File: src/rtl/dp_pkg.sv
`default_nettype none

package dp_pkg;

    //////////////////////////////
    // sizes
    localparam int DATA_W        = 32;
    localparam int RES_W         = 16;
    localparam int ACC_W         = 24;
    localparam int CH_W          = 8;
    localparam int BIAS_DEPTH    = 256;
    localparam int IN_FIFO_DEPTH = 8;
    localparam int OUT_CREDITS   = 4;

    localparam int FIFO_PTR_W = $clog2(IN_FIFO_DEPTH);
    localparam int FIFO_CNT_W = $clog2(IN_FIFO_DEPTH + 1);
    localparam int CREDIT_W   = $clog2(OUT_CREDITS + 1);

    // saturation bounds, in accumulator width
    localparam logic signed [ACC_W-1:0] RES_MAX = (1 <<< (RES_W - 1)) - 1;
    localparam logic signed [ACC_W-1:0] RES_MIN = -(1 <<< (RES_W - 1));

    //////////////////////////////
    // encodings
    typedef enum logic [1:0] {
        OP_COMPUTE   = 2'd0,
        OP_LOAD_BIAS = 2'd1
    } op_e;

    typedef enum logic [2:0] {
        ST_IDLE,
        ST_LOAD_BIAS,
        ST_BIAS_READ,
        ST_ACCUM,
        ST_EMIT,
        ST_DRAIN
    } state_e;

    //////////////////////////////
    // bundles
    typedef struct packed {
        logic            valid;
        op_e             op;
        logic [CH_W-1:0] in_ch;
        logic [CH_W-1:0] out_ch;
    } cmd_t;

    typedef struct packed {
        logic              valid;
        logic [DATA_W-1:0] data;
    } in_beat_t;

    typedef struct packed {
        logic              valid;
        logic              last;
        logic [DATA_W-1:0] data;
    } out_beat_t;

    typedef struct packed {
        logic             valid;
        logic             last;
        logic [RES_W-1:0] value;
    } res_t;

endpackage

`default_nettype wire

File: src/rtl/stream_fifo.sv
`timescale 1ns/1ps
`default_nettype none

module stream_fifo import dp_pkg::*; (
    input  wire logic              clk_i,
    input  wire logic              reset_i,
    input  wire in_beat_t          in_i,
    input  wire logic              pop_i,
    output logic [DATA_W-1:0]      data_o,
    output logic                   empty_o,
    output logic                   in_credit_o
);

    logic [DATA_W-1:0]     mem [IN_FIFO_DEPTH];
    logic [FIFO_PTR_W-1:0] wr_ptr;
    logic [FIFO_PTR_W-1:0] rd_ptr;
    logic [FIFO_CNT_W-1:0] count;
    logic                  push;
    logic                  pop_ok;

    // sender holds credits, full guard is only a backstop
    assign push    = in_i.valid && (count != FIFO_CNT_W'(IN_FIFO_DEPTH));
    assign pop_ok  = pop_i && !empty_o;
    assign empty_o = (count == '0);
    assign data_o  = mem[rd_ptr];

    always_ff @(posedge clk_i) begin
        if (push) begin
            mem[wr_ptr] <= in_i.data;
        end
    end

    // pointers wrap on their own, depth is a power of two
    always_ff @(posedge clk_i) begin
        if (reset_i) begin
            wr_ptr      <= '0;
            rd_ptr      <= '0;
            count       <= '0;
            in_credit_o <= 1'b0;
        end else begin
            in_credit_o <= pop_ok;
            if (push) begin
                wr_ptr <= wr_ptr + 1'b1;
            end
            if (pop_ok) begin
                rd_ptr <= rd_ptr + 1'b1;
            end
            case ({push, pop_ok})
                2'b10:   count <= count + 1'b1;
                2'b01:   count <= count - 1'b1;
                default: count <= count;
            endcase
        end
    end

endmodule

`default_nettype wire

File: src/rtl/bias_ram.sv
`timescale 1ns/1ps
`default_nettype none

module bias_ram import dp_pkg::*; (
    input  wire logic             clk_i,
    input  wire logic             we_i,
    input  wire logic [CH_W-1:0]  addr_i,
    input  wire logic [RES_W-1:0] wdata_i,
    output logic      [RES_W-1:0] rdata_o
);

    logic [RES_W-1:0] mem [BIAS_DEPTH];

    always_ff @(posedge clk_i) begin
        if (we_i) begin
            mem[addr_i] <= wdata_i;
        end
    end

    // registered read, one cycle after the address
    always_ff @(posedge clk_i) begin
        rdata_o <= mem[addr_i];
    end

endmodule

`default_nettype wire

File: src/rtl/channel_counter.sv
`timescale 1ns/1ps
`default_nettype none

module channel_counter import dp_pkg::*; (
    input  wire logic            clk_i,
    input  wire logic            reset_i,
    input  wire logic            clear_i,
    input  wire logic            word_step_i,
    input  wire logic            chan_step_i,
    input  wire logic [CH_W-1:0] in_ch_i,
    input  wire logic [CH_W-1:0] out_ch_i,
    output logic      [CH_W-1:0] chan_idx_o,
    output logic                 word_last_o,
    output logic                 chan_last_o
);

    logic [CH_W-1:0] word_cnt;
    logic [CH_W-1:0] chan_cnt;
    logic [CH_W-1:0] in_ch_q;
    logic [CH_W-1:0] out_ch_q;

    assign word_last_o = (word_cnt == in_ch_q - CH_W'(1));
    assign chan_last_o = (chan_cnt == out_ch_q - CH_W'(1));
    assign chan_idx_o  = chan_cnt;

    // channel sizes captured with the command
    always_ff @(posedge clk_i) begin
        if (reset_i) begin
            word_cnt <= '0;
            chan_cnt <= '0;
            in_ch_q  <= '0;
            out_ch_q <= '0;
        end else if (clear_i) begin
            word_cnt <= '0;
            chan_cnt <= '0;
            in_ch_q  <= in_ch_i;
            out_ch_q <= out_ch_i;
        end else begin
            if (word_step_i) begin
                word_cnt <= word_last_o ? '0 : word_cnt + 1'b1;
            end
            if (chan_step_i) begin
                chan_cnt <= chan_cnt + 1'b1;
            end
        end
    end

endmodule

`default_nettype wire

File: src/rtl/layer_ctrl_fsm.sv
`timescale 1ns/1ps
`default_nettype none

module layer_ctrl_fsm import dp_pkg::*; (
    input  wire logic clk_i,
    input  wire logic reset_i,
    input  wire cmd_t cmd_i,
    input  wire logic fifo_empty_i,
    input  wire logic word_last_i,
    input  wire logic chan_last_i,
    input  wire logic pack_ready_i,
    input  wire logic out_idle_i,
    output logic      fifo_pop_o,
    output logic      bias_we_o,
    output logic      word_step_o,
    output logic      chan_step_o,
    output logic      cnt_clear_o,
    output logic      acc_start_o,
    output logic      acc_add_o,
    output logic      acc_close_o,
    output logic      busy_o
);

    state_e state_q;
    state_e state_n;
    logic   first_q;

    assign busy_o = (state_q != ST_IDLE);

    //////////////////////////////
    // next state and strobes
    always_comb begin
        state_n     = state_q;
        fifo_pop_o  = 1'b0;
        bias_we_o   = 1'b0;
        word_step_o = 1'b0;
        chan_step_o = 1'b0;
        cnt_clear_o = 1'b0;
        acc_start_o = 1'b0;
        acc_add_o   = 1'b0;
        acc_close_o = 1'b0;
        case (state_q)
            ST_IDLE: begin
                if (cmd_i.valid) begin
                    cnt_clear_o = 1'b1;
                    case (cmd_i.op)
                        OP_LOAD_BIAS: state_n = ST_LOAD_BIAS;
                        OP_COMPUTE:   state_n = ST_BIAS_READ;
                        default:      state_n = ST_IDLE;
                    endcase
                end
            end
            ST_LOAD_BIAS: begin
                // one bias per popped word
                if (!fifo_empty_i) begin
                    fifo_pop_o  = 1'b1;
                    bias_we_o   = 1'b1;
                    chan_step_o = 1'b1;
                    if (chan_last_i) begin
                        state_n = ST_DRAIN;
                    end
                end
            end
            ST_BIAS_READ: begin
                state_n = ST_ACCUM;
            end
            ST_ACCUM: begin
                // closing word waits for room in the packer
                if (!fifo_empty_i && (!word_last_i || pack_ready_i)) begin
                    fifo_pop_o  = 1'b1;
                    acc_add_o   = 1'b1;
                    word_step_o = 1'b1;
                    acc_start_o = first_q;
                    if (word_last_i) begin
                        acc_close_o = 1'b1;
                        chan_step_o = 1'b1;
                        state_n     = chan_last_i ? ST_EMIT : ST_BIAS_READ;
                    end
                end
            end
            ST_EMIT: begin
                state_n = ST_DRAIN;
            end
            ST_DRAIN: begin
                if (out_idle_i) begin
                    state_n = ST_IDLE;
                end
            end
            default: begin
                state_n = ST_IDLE;
            end
        endcase
    end

    always_ff @(posedge clk_i) begin
        if (reset_i) begin
            state_q <= ST_IDLE;
            first_q <= 1'b0;
        end else begin
            state_q <= state_n;
            if (state_q == ST_BIAS_READ) begin
                first_q <= 1'b1;
            end else if (acc_add_o) begin
                first_q <= 1'b0;
            end
        end
    end

endmodule

`default_nettype wire

File: src/rtl/psum_accum.sv
`timescale 1ns/1ps
`default_nettype none

module psum_accum import dp_pkg::*; (
    input  wire logic              clk_i,
    input  wire logic              reset_i,
    input  wire logic              start_i,
    input  wire logic              add_i,
    input  wire logic              close_i,
    input  wire logic              last_i,
    input  wire logic [RES_W-1:0]  bias_i,
    input  wire logic [DATA_W-1:0] data_i,
    output res_t                   res_o
);

    logic signed [ACC_W-1:0] acc_q;
    logic signed [ACC_W-1:0] bias_ext;
    logic signed [ACC_W-1:0] data_ext;
    logic signed [ACC_W-1:0] acc_base;
    logic signed [ACC_W-1:0] acc_n;
    logic        [RES_W-1:0] sat_val;
    logic                    res_valid_q;
    logic                    res_last_q;
    logic        [RES_W-1:0] res_val_q;

    always_comb begin
        bias_ext = {{(ACC_W - RES_W){bias_i[RES_W-1]}}, bias_i};
        data_ext = {{(ACC_W - RES_W){data_i[RES_W-1]}}, data_i[RES_W-1:0]};
        // start replaces the running sum with the bias
        acc_base = start_i ? bias_ext : acc_q;
        acc_n    = add_i ? acc_base + data_ext : acc_base;
        if (acc_n > RES_MAX) begin
            sat_val = RES_MAX[RES_W-1:0];
        end else if (acc_n < RES_MIN) begin
            sat_val = RES_MIN[RES_W-1:0];
        end else begin
            sat_val = acc_n[RES_W-1:0];
        end
    end

    always_ff @(posedge clk_i) begin
        if (start_i || add_i) begin
            acc_q <= acc_n;
        end
        if (close_i) begin
            res_val_q  <= sat_val;
            res_last_q <= last_i;
        end
    end

    // valid is a one-cycle pulse, value stays until the next close
    always_ff @(posedge clk_i) begin
        if (reset_i) begin
            res_valid_q <= 1'b0;
        end else begin
            res_valid_q <= close_i;
        end
    end

    assign res_o.valid = res_valid_q;
    assign res_o.last  = res_last_q;
    assign res_o.value = res_val_q;

endmodule

`default_nettype wire

File: src/rtl/out_packer.sv
`timescale 1ns/1ps
`default_nettype none

module out_packer import dp_pkg::*; (
    input  wire logic clk_i,
    input  wire logic reset_i,
    input  wire res_t res_i,
    input  wire logic out_credit_i,
    output out_beat_t out_o,
    output logic      pack_ready_o,
    output logic      idle_o
);

    logic                half_v;
    logic [RES_W-1:0]    half_val;
    logic                pend_v;
    logic                pend_last;
    logic [DATA_W-1:0]   pend_data;
    logic [CREDIT_W-1:0] credit_q;
    logic                send;
    logic                form;

    assign send = pend_v && (credit_q != '0);
    // a word forms on the second result, or on a lone last one
    assign form = res_i.valid && (half_v || res_i.last);

    // next result lands one cycle after a close
    assign pack_ready_o = (!pend_v || send) && !res_i.valid;
    assign idle_o       = !half_v && !pend_v;

    always_comb begin
        out_o.valid = send;
        out_o.last  = pend_last;
        out_o.data  = pend_data;
    end

    always_ff @(posedge clk_i) begin
        if (res_i.valid && !form) begin
            half_val <= res_i.value;
        end
        if (form) begin
            pend_data <= half_v ? {res_i.value, half_val} : {{RES_W{1'b0}}, res_i.value};
            pend_last <= res_i.last;
        end
    end

    always_ff @(posedge clk_i) begin
        if (reset_i) begin
            half_v   <= 1'b0;
            pend_v   <= 1'b0;
            credit_q <= CREDIT_W'(OUT_CREDITS);
        end else begin
            if (res_i.valid && !form) begin
                half_v <= 1'b1;
            end else if (form) begin
                half_v <= 1'b0;
            end
            if (form) begin
                pend_v <= 1'b1;
            end else if (send) begin
                pend_v <= 1'b0;
            end
            case ({send, out_credit_i})
                2'b10:   credit_q <= credit_q - 1'b1;
                2'b01:   credit_q <= credit_q + 1'b1;
                default: credit_q <= credit_q;
            endcase
        end
    end

endmodule

`default_nettype wire

File: src/rtl/conv_data_path.sv
`timescale 1ns/1ps
`default_nettype none

module conv_data_path import dp_pkg::*; (
    input  wire logic     clk_i,
    input  wire logic     reset_i,
    input  wire cmd_t     cmd_i,
    output logic          busy_o,
    input  wire in_beat_t in_i,
    output logic          in_credit_o,
    output out_beat_t     out_o,
    input  wire logic     out_credit_i
);

    logic [DATA_W-1:0] fifo_data;
    logic              fifo_empty;
    logic              fifo_pop;
    logic              bias_we;
    logic [RES_W-1:0]  bias_rdata;
    logic [CH_W-1:0]   chan_idx;
    logic              word_last;
    logic              chan_last;
    logic              word_step;
    logic              chan_step;
    logic              cnt_clear;
    logic              acc_start;
    logic              acc_add;
    logic              acc_close;
    res_t              res;
    logic              pack_ready;
    logic              out_idle;

    //////////////////////////////
    // input side
    stream_fifo u_stream_fifo (
        .clk_i       (clk_i),
        .reset_i     (reset_i),
        .in_i        (in_i),
        .pop_i       (fifo_pop),
        .data_o      (fifo_data),
        .empty_o     (fifo_empty),
        .in_credit_o (in_credit_o)
    );

    // channel index doubles as bias address
    bias_ram u_bias_ram (
        .clk_i   (clk_i),
        .we_i    (bias_we),
        .addr_i  (chan_idx),
        .wdata_i (fifo_data[RES_W-1:0]),
        .rdata_o (bias_rdata)
    );

    channel_counter u_channel_counter (
        .clk_i       (clk_i),
        .reset_i     (reset_i),
        .clear_i     (cnt_clear),
        .word_step_i (word_step),
        .chan_step_i (chan_step),
        .in_ch_i     (cmd_i.in_ch),
        .out_ch_i    (cmd_i.out_ch),
        .chan_idx_o  (chan_idx),
        .word_last_o (word_last),
        .chan_last_o (chan_last)
    );

    layer_ctrl_fsm u_layer_ctrl_fsm (
        .clk_i        (clk_i),
        .reset_i      (reset_i),
        .cmd_i        (cmd_i),
        .fifo_empty_i (fifo_empty),
        .word_last_i  (word_last),
        .chan_last_i  (chan_last),
        .pack_ready_i (pack_ready),
        .out_idle_i   (out_idle),
        .fifo_pop_o   (fifo_pop),
        .bias_we_o    (bias_we),
        .word_step_o  (word_step),
        .chan_step_o  (chan_step),
        .cnt_clear_o  (cnt_clear),
        .acc_start_o  (acc_start),
        .acc_add_o    (acc_add),
        .acc_close_o  (acc_close),
        .busy_o       (busy_o)
    );

    //////////////////////////////
    // output side
    psum_accum u_psum_accum (
        .clk_i   (clk_i),
        .reset_i (reset_i),
        .start_i (acc_start),
        .add_i   (acc_add),
        .close_i (acc_close),
        .last_i  (chan_last),
        .bias_i  (bias_rdata),
        .data_i  (fifo_data),
        .res_o   (res)
    );

    out_packer u_out_packer (
        .clk_i        (clk_i),
        .reset_i      (reset_i),
        .res_i        (res),
        .out_credit_i (out_credit_i),
        .out_o        (out_o),
        .pack_ready_o (pack_ready),
        .idle_o       (out_idle)
    );

endmodule

`default_nettype wire

File: config.mk
export PLATFORM = sky130hd
export DESIGN_NAME = conv_data_path
export DESIGN_NICKNAME = d
export VERILOG_FILES = /design/src/rtl/dp_pkg.sv /design/src/rtl/stream_fifo.sv /design/src/rtl/bias_ram.sv /design/src/rtl/channel_counter.sv /design/src/rtl/layer_ctrl_fsm.sv /design/src/rtl/psum_accum.sv /design/src/rtl/out_packer.sv /design/src/rtl/conv_data_path.sv
export SDC_FILE = /design/constraint.sdc
export NUM_CORES = 2
export LEC_CHECK = 0
export BUFFER_PORTS_ARGS = -buffer_cell sky130_fd_sc_hd__buf_2
export CAP_MARGIN = 10
export CORE_ASPECT_RATIO = 1.25
export CORE_MARGIN = 3
export CORE_UTILIZATION = 39
export DETAILED_ROUTE_END_ITERATION = 8
export GPL_TIMING_DRIVEN = 0
export SYNTH_ARGS = -nofsm -noshare
export SYNTH_HDL_FRONTEND = slang
export SYNTH_MEMORY_MAX_BITS = 65536
export SYNTH_SLANG_ARGS = --single-unit
File: constraint.sdc
create_clock -name clk_i -period 18.3 [get_ports clk_i]
set_input_delay 3.66 -clock clk_i [delete_from_list [all_inputs] [get_ports clk_i]]
set_output_delay 3.66 -clock clk_i [all_outputs]
set_load 0.03 [all_outputs]
==> results.py <==
metrics = {
    "final_layout": {
        "final_nets": 8182,
        "syn2layout_area_growth_pct": 17.8,
        "seq_area_um2": 131000,
        "fillers": 35100,
        "multi_input_area_um2": 38100,
        "drive_above_1_share": 0.357,
    },
    "sta": {
        "post-route-period-util": 0.418,
        "rsz0062_at_grt": "no",
        "fin_worst_skew_ps": 82.6,
        "drv_slew": 0,
        "finalSetupTns_ps": 0,
        "setup_violations": 0,
        "hold_viol_final": 0,
        "fin_crit_ps": 7650,
        "slew_headroom": 0.0393,
        "fmax_mhz": 131,
        "tightest_slew_ps": 1440,
    },
    "global_route": {
        "grt_first_pass_wirelength_mm": 900,
        "overflow": 0,
        "grt_pass1_vias": 87300,
        "antenna_found_initial": 89,
        "grt_max_degree": 161,
        "grtUsageTotal": 0.316,
    },
    "worst_setup_path": {
        "path_common_cell": "buf_2",
        "critPathTopFamily": "buffers and inverters",
        "crit_path_start_kind": "register",
        "crit_cells": 12,
        "arrival_ps": 8420,
        "cpPeakStageDelay_ps": 930,
        "crit_end": "u_bias_ram.mem[84][9]$_DFFE_PP_",
        "regToRegSetupSlack_ps": 10650,
        "cp_max_fo": 10,
        "slowest_stage": "clkbuf_2",
        "worstSetupPathType": "register to register",
        "r2r-end": "u_bias_ram.mem[84][9]$_DFFE_PP_",
        "worstPathRequired_ps": 19060,
        "cp.buffers_inverters": 9,
        "crit_path_end_kind": "register",
        "worstPathCellList": "buf_2, buf_2, buf_2, buf_2, buf_4, buf_2, inv_1, ha_1, nand3_1, clkbuf_2, nor2_2, buf_8",
        "reg2regPathDepth": 12,
        "timing.rr.start": "u_channel_counter.chan_idx_o[0]$_SDFFE_PP0P_",
        "crit_start": "u_channel_counter.chan_idx_o[0]$_SDFFE_PP0P_",
    },
    "yosys": {
        "async_flop_share": 0,
        "yosys_register_bits": 4386,
        "post-synth-top-area-fraction": 0.765,
        "synthCells": 7238,
        "synthFlopType": "edfxtp_1",
        "synthesis.area_um2": 169000,
        "synth_cell_type_count": 77,
        "synth.most_common_cell": "edfxtp_1",
        "synth_top_family_by_area": "multiplexers",
        "syn-num-nets": 7333,
        "ys_top_cells_by_area": "edfxtp_1 77%, mux4_2 18%, dfxtp_1 0.85%",
        "synth-xor-area-share": 0.00347,
        "synth_area_leader_cell": "edfxtp_1",
        "synth_compound_gate_area_share": 0.0112,
        "synth.top_cells.by_count": "4314 x edfxtp_1, 1319 x mux4_2, 343 x nor2_1",
        "ys_warn_count": 0,
        "yosysSeqAreaShare": 0.774,
        "synth-simple-area-share": 0.0172,
        "synth.avg_cell_area_um2": 23.4,
        "synthAdderAreaFrac": 0.00309,
        "synth_edf_count": 4314,
        "synth.mux.area_fraction": 0.181,
    },
    "clock_tree": {
        "clockBufferDepth": 4,
        "post_cts_buffers": 0,
        "holdBufCountCts": 0,
        "htreeDepth": 5,
        "cts_resized": 0,
        "clk_latency_ps": 1080,
        "root_buffer": "clkbuf_16",
        "numCtsBuffers": 413,
        "cts.clk_slew.worst_paths_ps": 70,
        "cts_tree": "yes",
        "cts.sinks": 4386,
    },
    "routing": {
        "vias_per_cell": 6.53,
        "num_vias": 92600,
        "wl_per_cell_um": 49.8,
        "initialDrtViolationCount": 17000,
        "dr.pass1.iters": 8,
        "post-route-drc-count": 0,
        "antenna_left": 0,
        "wirelength_mm": 706,
    },
    "power_and_ir_drop": {
        "ir_drop_uv": 79.2,
        "p_per_area_nw_per_um2": 111,
        "intPower_mw": 16.7,
        "swShare": 0.241,
        "p_clk_frac": 0.396,
        "p_total_mw": 22.0,
        "combPwrFrac": 0.082,
        "switchingPower_mw": 5.32,
        "seqPwrFrac": 0.522,
        "p_leak_nw": 60.3,
    },
    "floorplan": {
        "die-area_um2": 442000,
        "rows": 269,
        "fp.coreArea_um2": 431000,
        "io_pins": 91,
        "start_util": 0.393,
        "die_x_um": 595,
        "die_height_um": 743,
    },
    "placed_design": {
        "portBuffers": 74,
        "gp_congestion": 1.02,
        "dp_hpwl_mm": 490,
    },
    "min_path": {
        "hp-class": "register to register",
    },
    "status": {
        "outcome": "finished, final reports clean",
    },
    "run": {
        "cap_violations": 0,
    },
}
## sequential cells by signal, summed over array words and instances, names as in the netlist, named ones only
name	flops
u_stream_fifo.rd_ptr	3
u_out_packer.half_v	1
u_stream_fifo.wr_ptr	3
u_psum_accum.res_last_q	1
u_out_packer.pend_v	1
u_stream_fifo.mem	128
u_psum_accum.res_valid_q	1
u_layer_ctrl_fsm.first_q	1
u_out_packer.pend_last	1
u_channel_counter.chan_idx_o	8
u_psum_accum.acc_q	24
u_bias_ram.mem	4096
u_stream_fifo.count	4
u_channel_counter.out_ch_q	8
u_psum_accum.res_val_q	16
u_channel_counter.word_cnt	8
u_layer_ctrl_fsm.state_q	3
u_bias_ram.rdata_o	16
u_out_packer.credit_q	3
u_out_packer.pend_data	32
u_channel_counter.in_ch_q	8
u_stream_fifo.in_credit_o	1
u_out_packer.half_val	16
## layout by cell type, fill, tap and decap left out, drive strengths merged, types with 19 or more instances in the layout
cell / netlist / layout
and2: 28 / 28
ha: 37 / 37
xor2: 31 / 31
clkinv: 0 / 192
bufinv: 0 / 37
dfxtp: 72 / 72
edfxtp: 4314 / 4314
o21ai: 20 / 20
a22oi: 44 / 44
buf: 176 / 610
xnor2: 36 / 36
mux2i: 27 / 27
nor3: 24 / 24
nand3: 38 / 38
nor2b: 19 / 19
inv: 37 / 50
clkinvlp: 0 / 21
a32oi: 23 / 23
diode: 0 / 69
nor2: 343 / 343
clkbuf: 223 / 713
nand2: 123 / 123
mux2: 55 / 55
a21oi: 63 / 63
mux4: 1319 / 1319
## cell families (layout without fill, tap and decap cells)
logic type	Yosys count	count (layout)
AO/OA/AOI/OAI	252	252
XOR/XNOR	67	67
adder cells (fa/ha/maj)	40	40
buffers and inverters	436	1623
flip-flops	4386	4386
multiplexers	1401	1401
other	0	69
AND/OR/NAND/NOR	656	656
## power groups by stage
stage | clock (mW) | sequential [mW] | combinational (mW)
2_1_floorplan | 0 | 11.8 | 0.844
3_3_place_gp | 0 | 11.9 | 1.57
3_5_place_dp | 0 | 11.7 | 1.77
4_1_cts | 8.72 | 11.5 | 1.77
5_1_grt | 9.10 | 11.5 | 1.84
6_report | 8.72 | 11.5 | 1.81
## through the flow
step	utilization	hold WS [ps]	setup slack (ps)	instances	cell area, µm²
detailed placement	0.431	453	10790	13400	186000
CTS	0.463	476	10770	14100	199000
global placement	0.410	457	6710	13000	177000
floorplan	-	438	11130	7238	169000
finish	0.463	474	10650	14200	199000
global route	0.463	491	10340	14100	199000
## area by class of cell
type	count	share of cell area
multi-input combinational	2416	0.191
clock buffer	490	0.0538
sequential	4386	0.657
inverter	37	0.000734
buffer	399	0.00958
clock inverter	263	0.0135
timing repair buffer	434	0.0379
antenna	69	0.000866
tap	5691	0.0357
## layer usage
| metal | share of wire | routed length (µm) | GRT usage | vias to the layer above |
|---|---|---|---|---|
| li1 | - | - | - | 32700 |
| met1 | 0.32 | 228000 | 0.370 | 50000 |
| met2 | 0.44 | 313000 | 0.466 | 7995 |
| met3 | 0.12 | 87500 | 0.100 | 1929 |
| met4 | 0.11 | 77600 | 0.290 | 28 |
| met5 | 0.00025 | 177 | 0 | - |
## how the worst min path moves through the flow
stage	from	endpoint	slack [ps]	cells after the start
after floorplan	u_psum_accum.res_val_q[0]$_SDFFCE_PN1P_	u_out_packer.half_val[0]$_DFFE_PP_	440	0
after global placement	u_psum_accum.res_val_q[11]$_SDFFCE_PN1P_	u_out_packer.half_val[11]$_DFFE_PP_	460	0
after detailed placement	u_psum_accum.res_val_q[11]$_SDFFCE_PN1P_	u_out_packer.half_val[11]$_DFFE_PP_	450	0
after CTS	u_psum_accum.res_val_q[11]$_SDFFCE_PN1P_	u_out_packer.half_val[11]$_DFFE_PP_	480	0
after global routing	u_psum_accum.res_val_q[2]$_SDFFCE_PN1P_	u_out_packer.half_val[2]$_DFFE_PP_	490	0
final	u_psum_accum.res_val_q[11]$_SDFFCE_PN1P_	u_out_packer.half_val[11]$_DFFE_PP_	470	0
No activity file was read; power rests on OpenSTA's default activity.
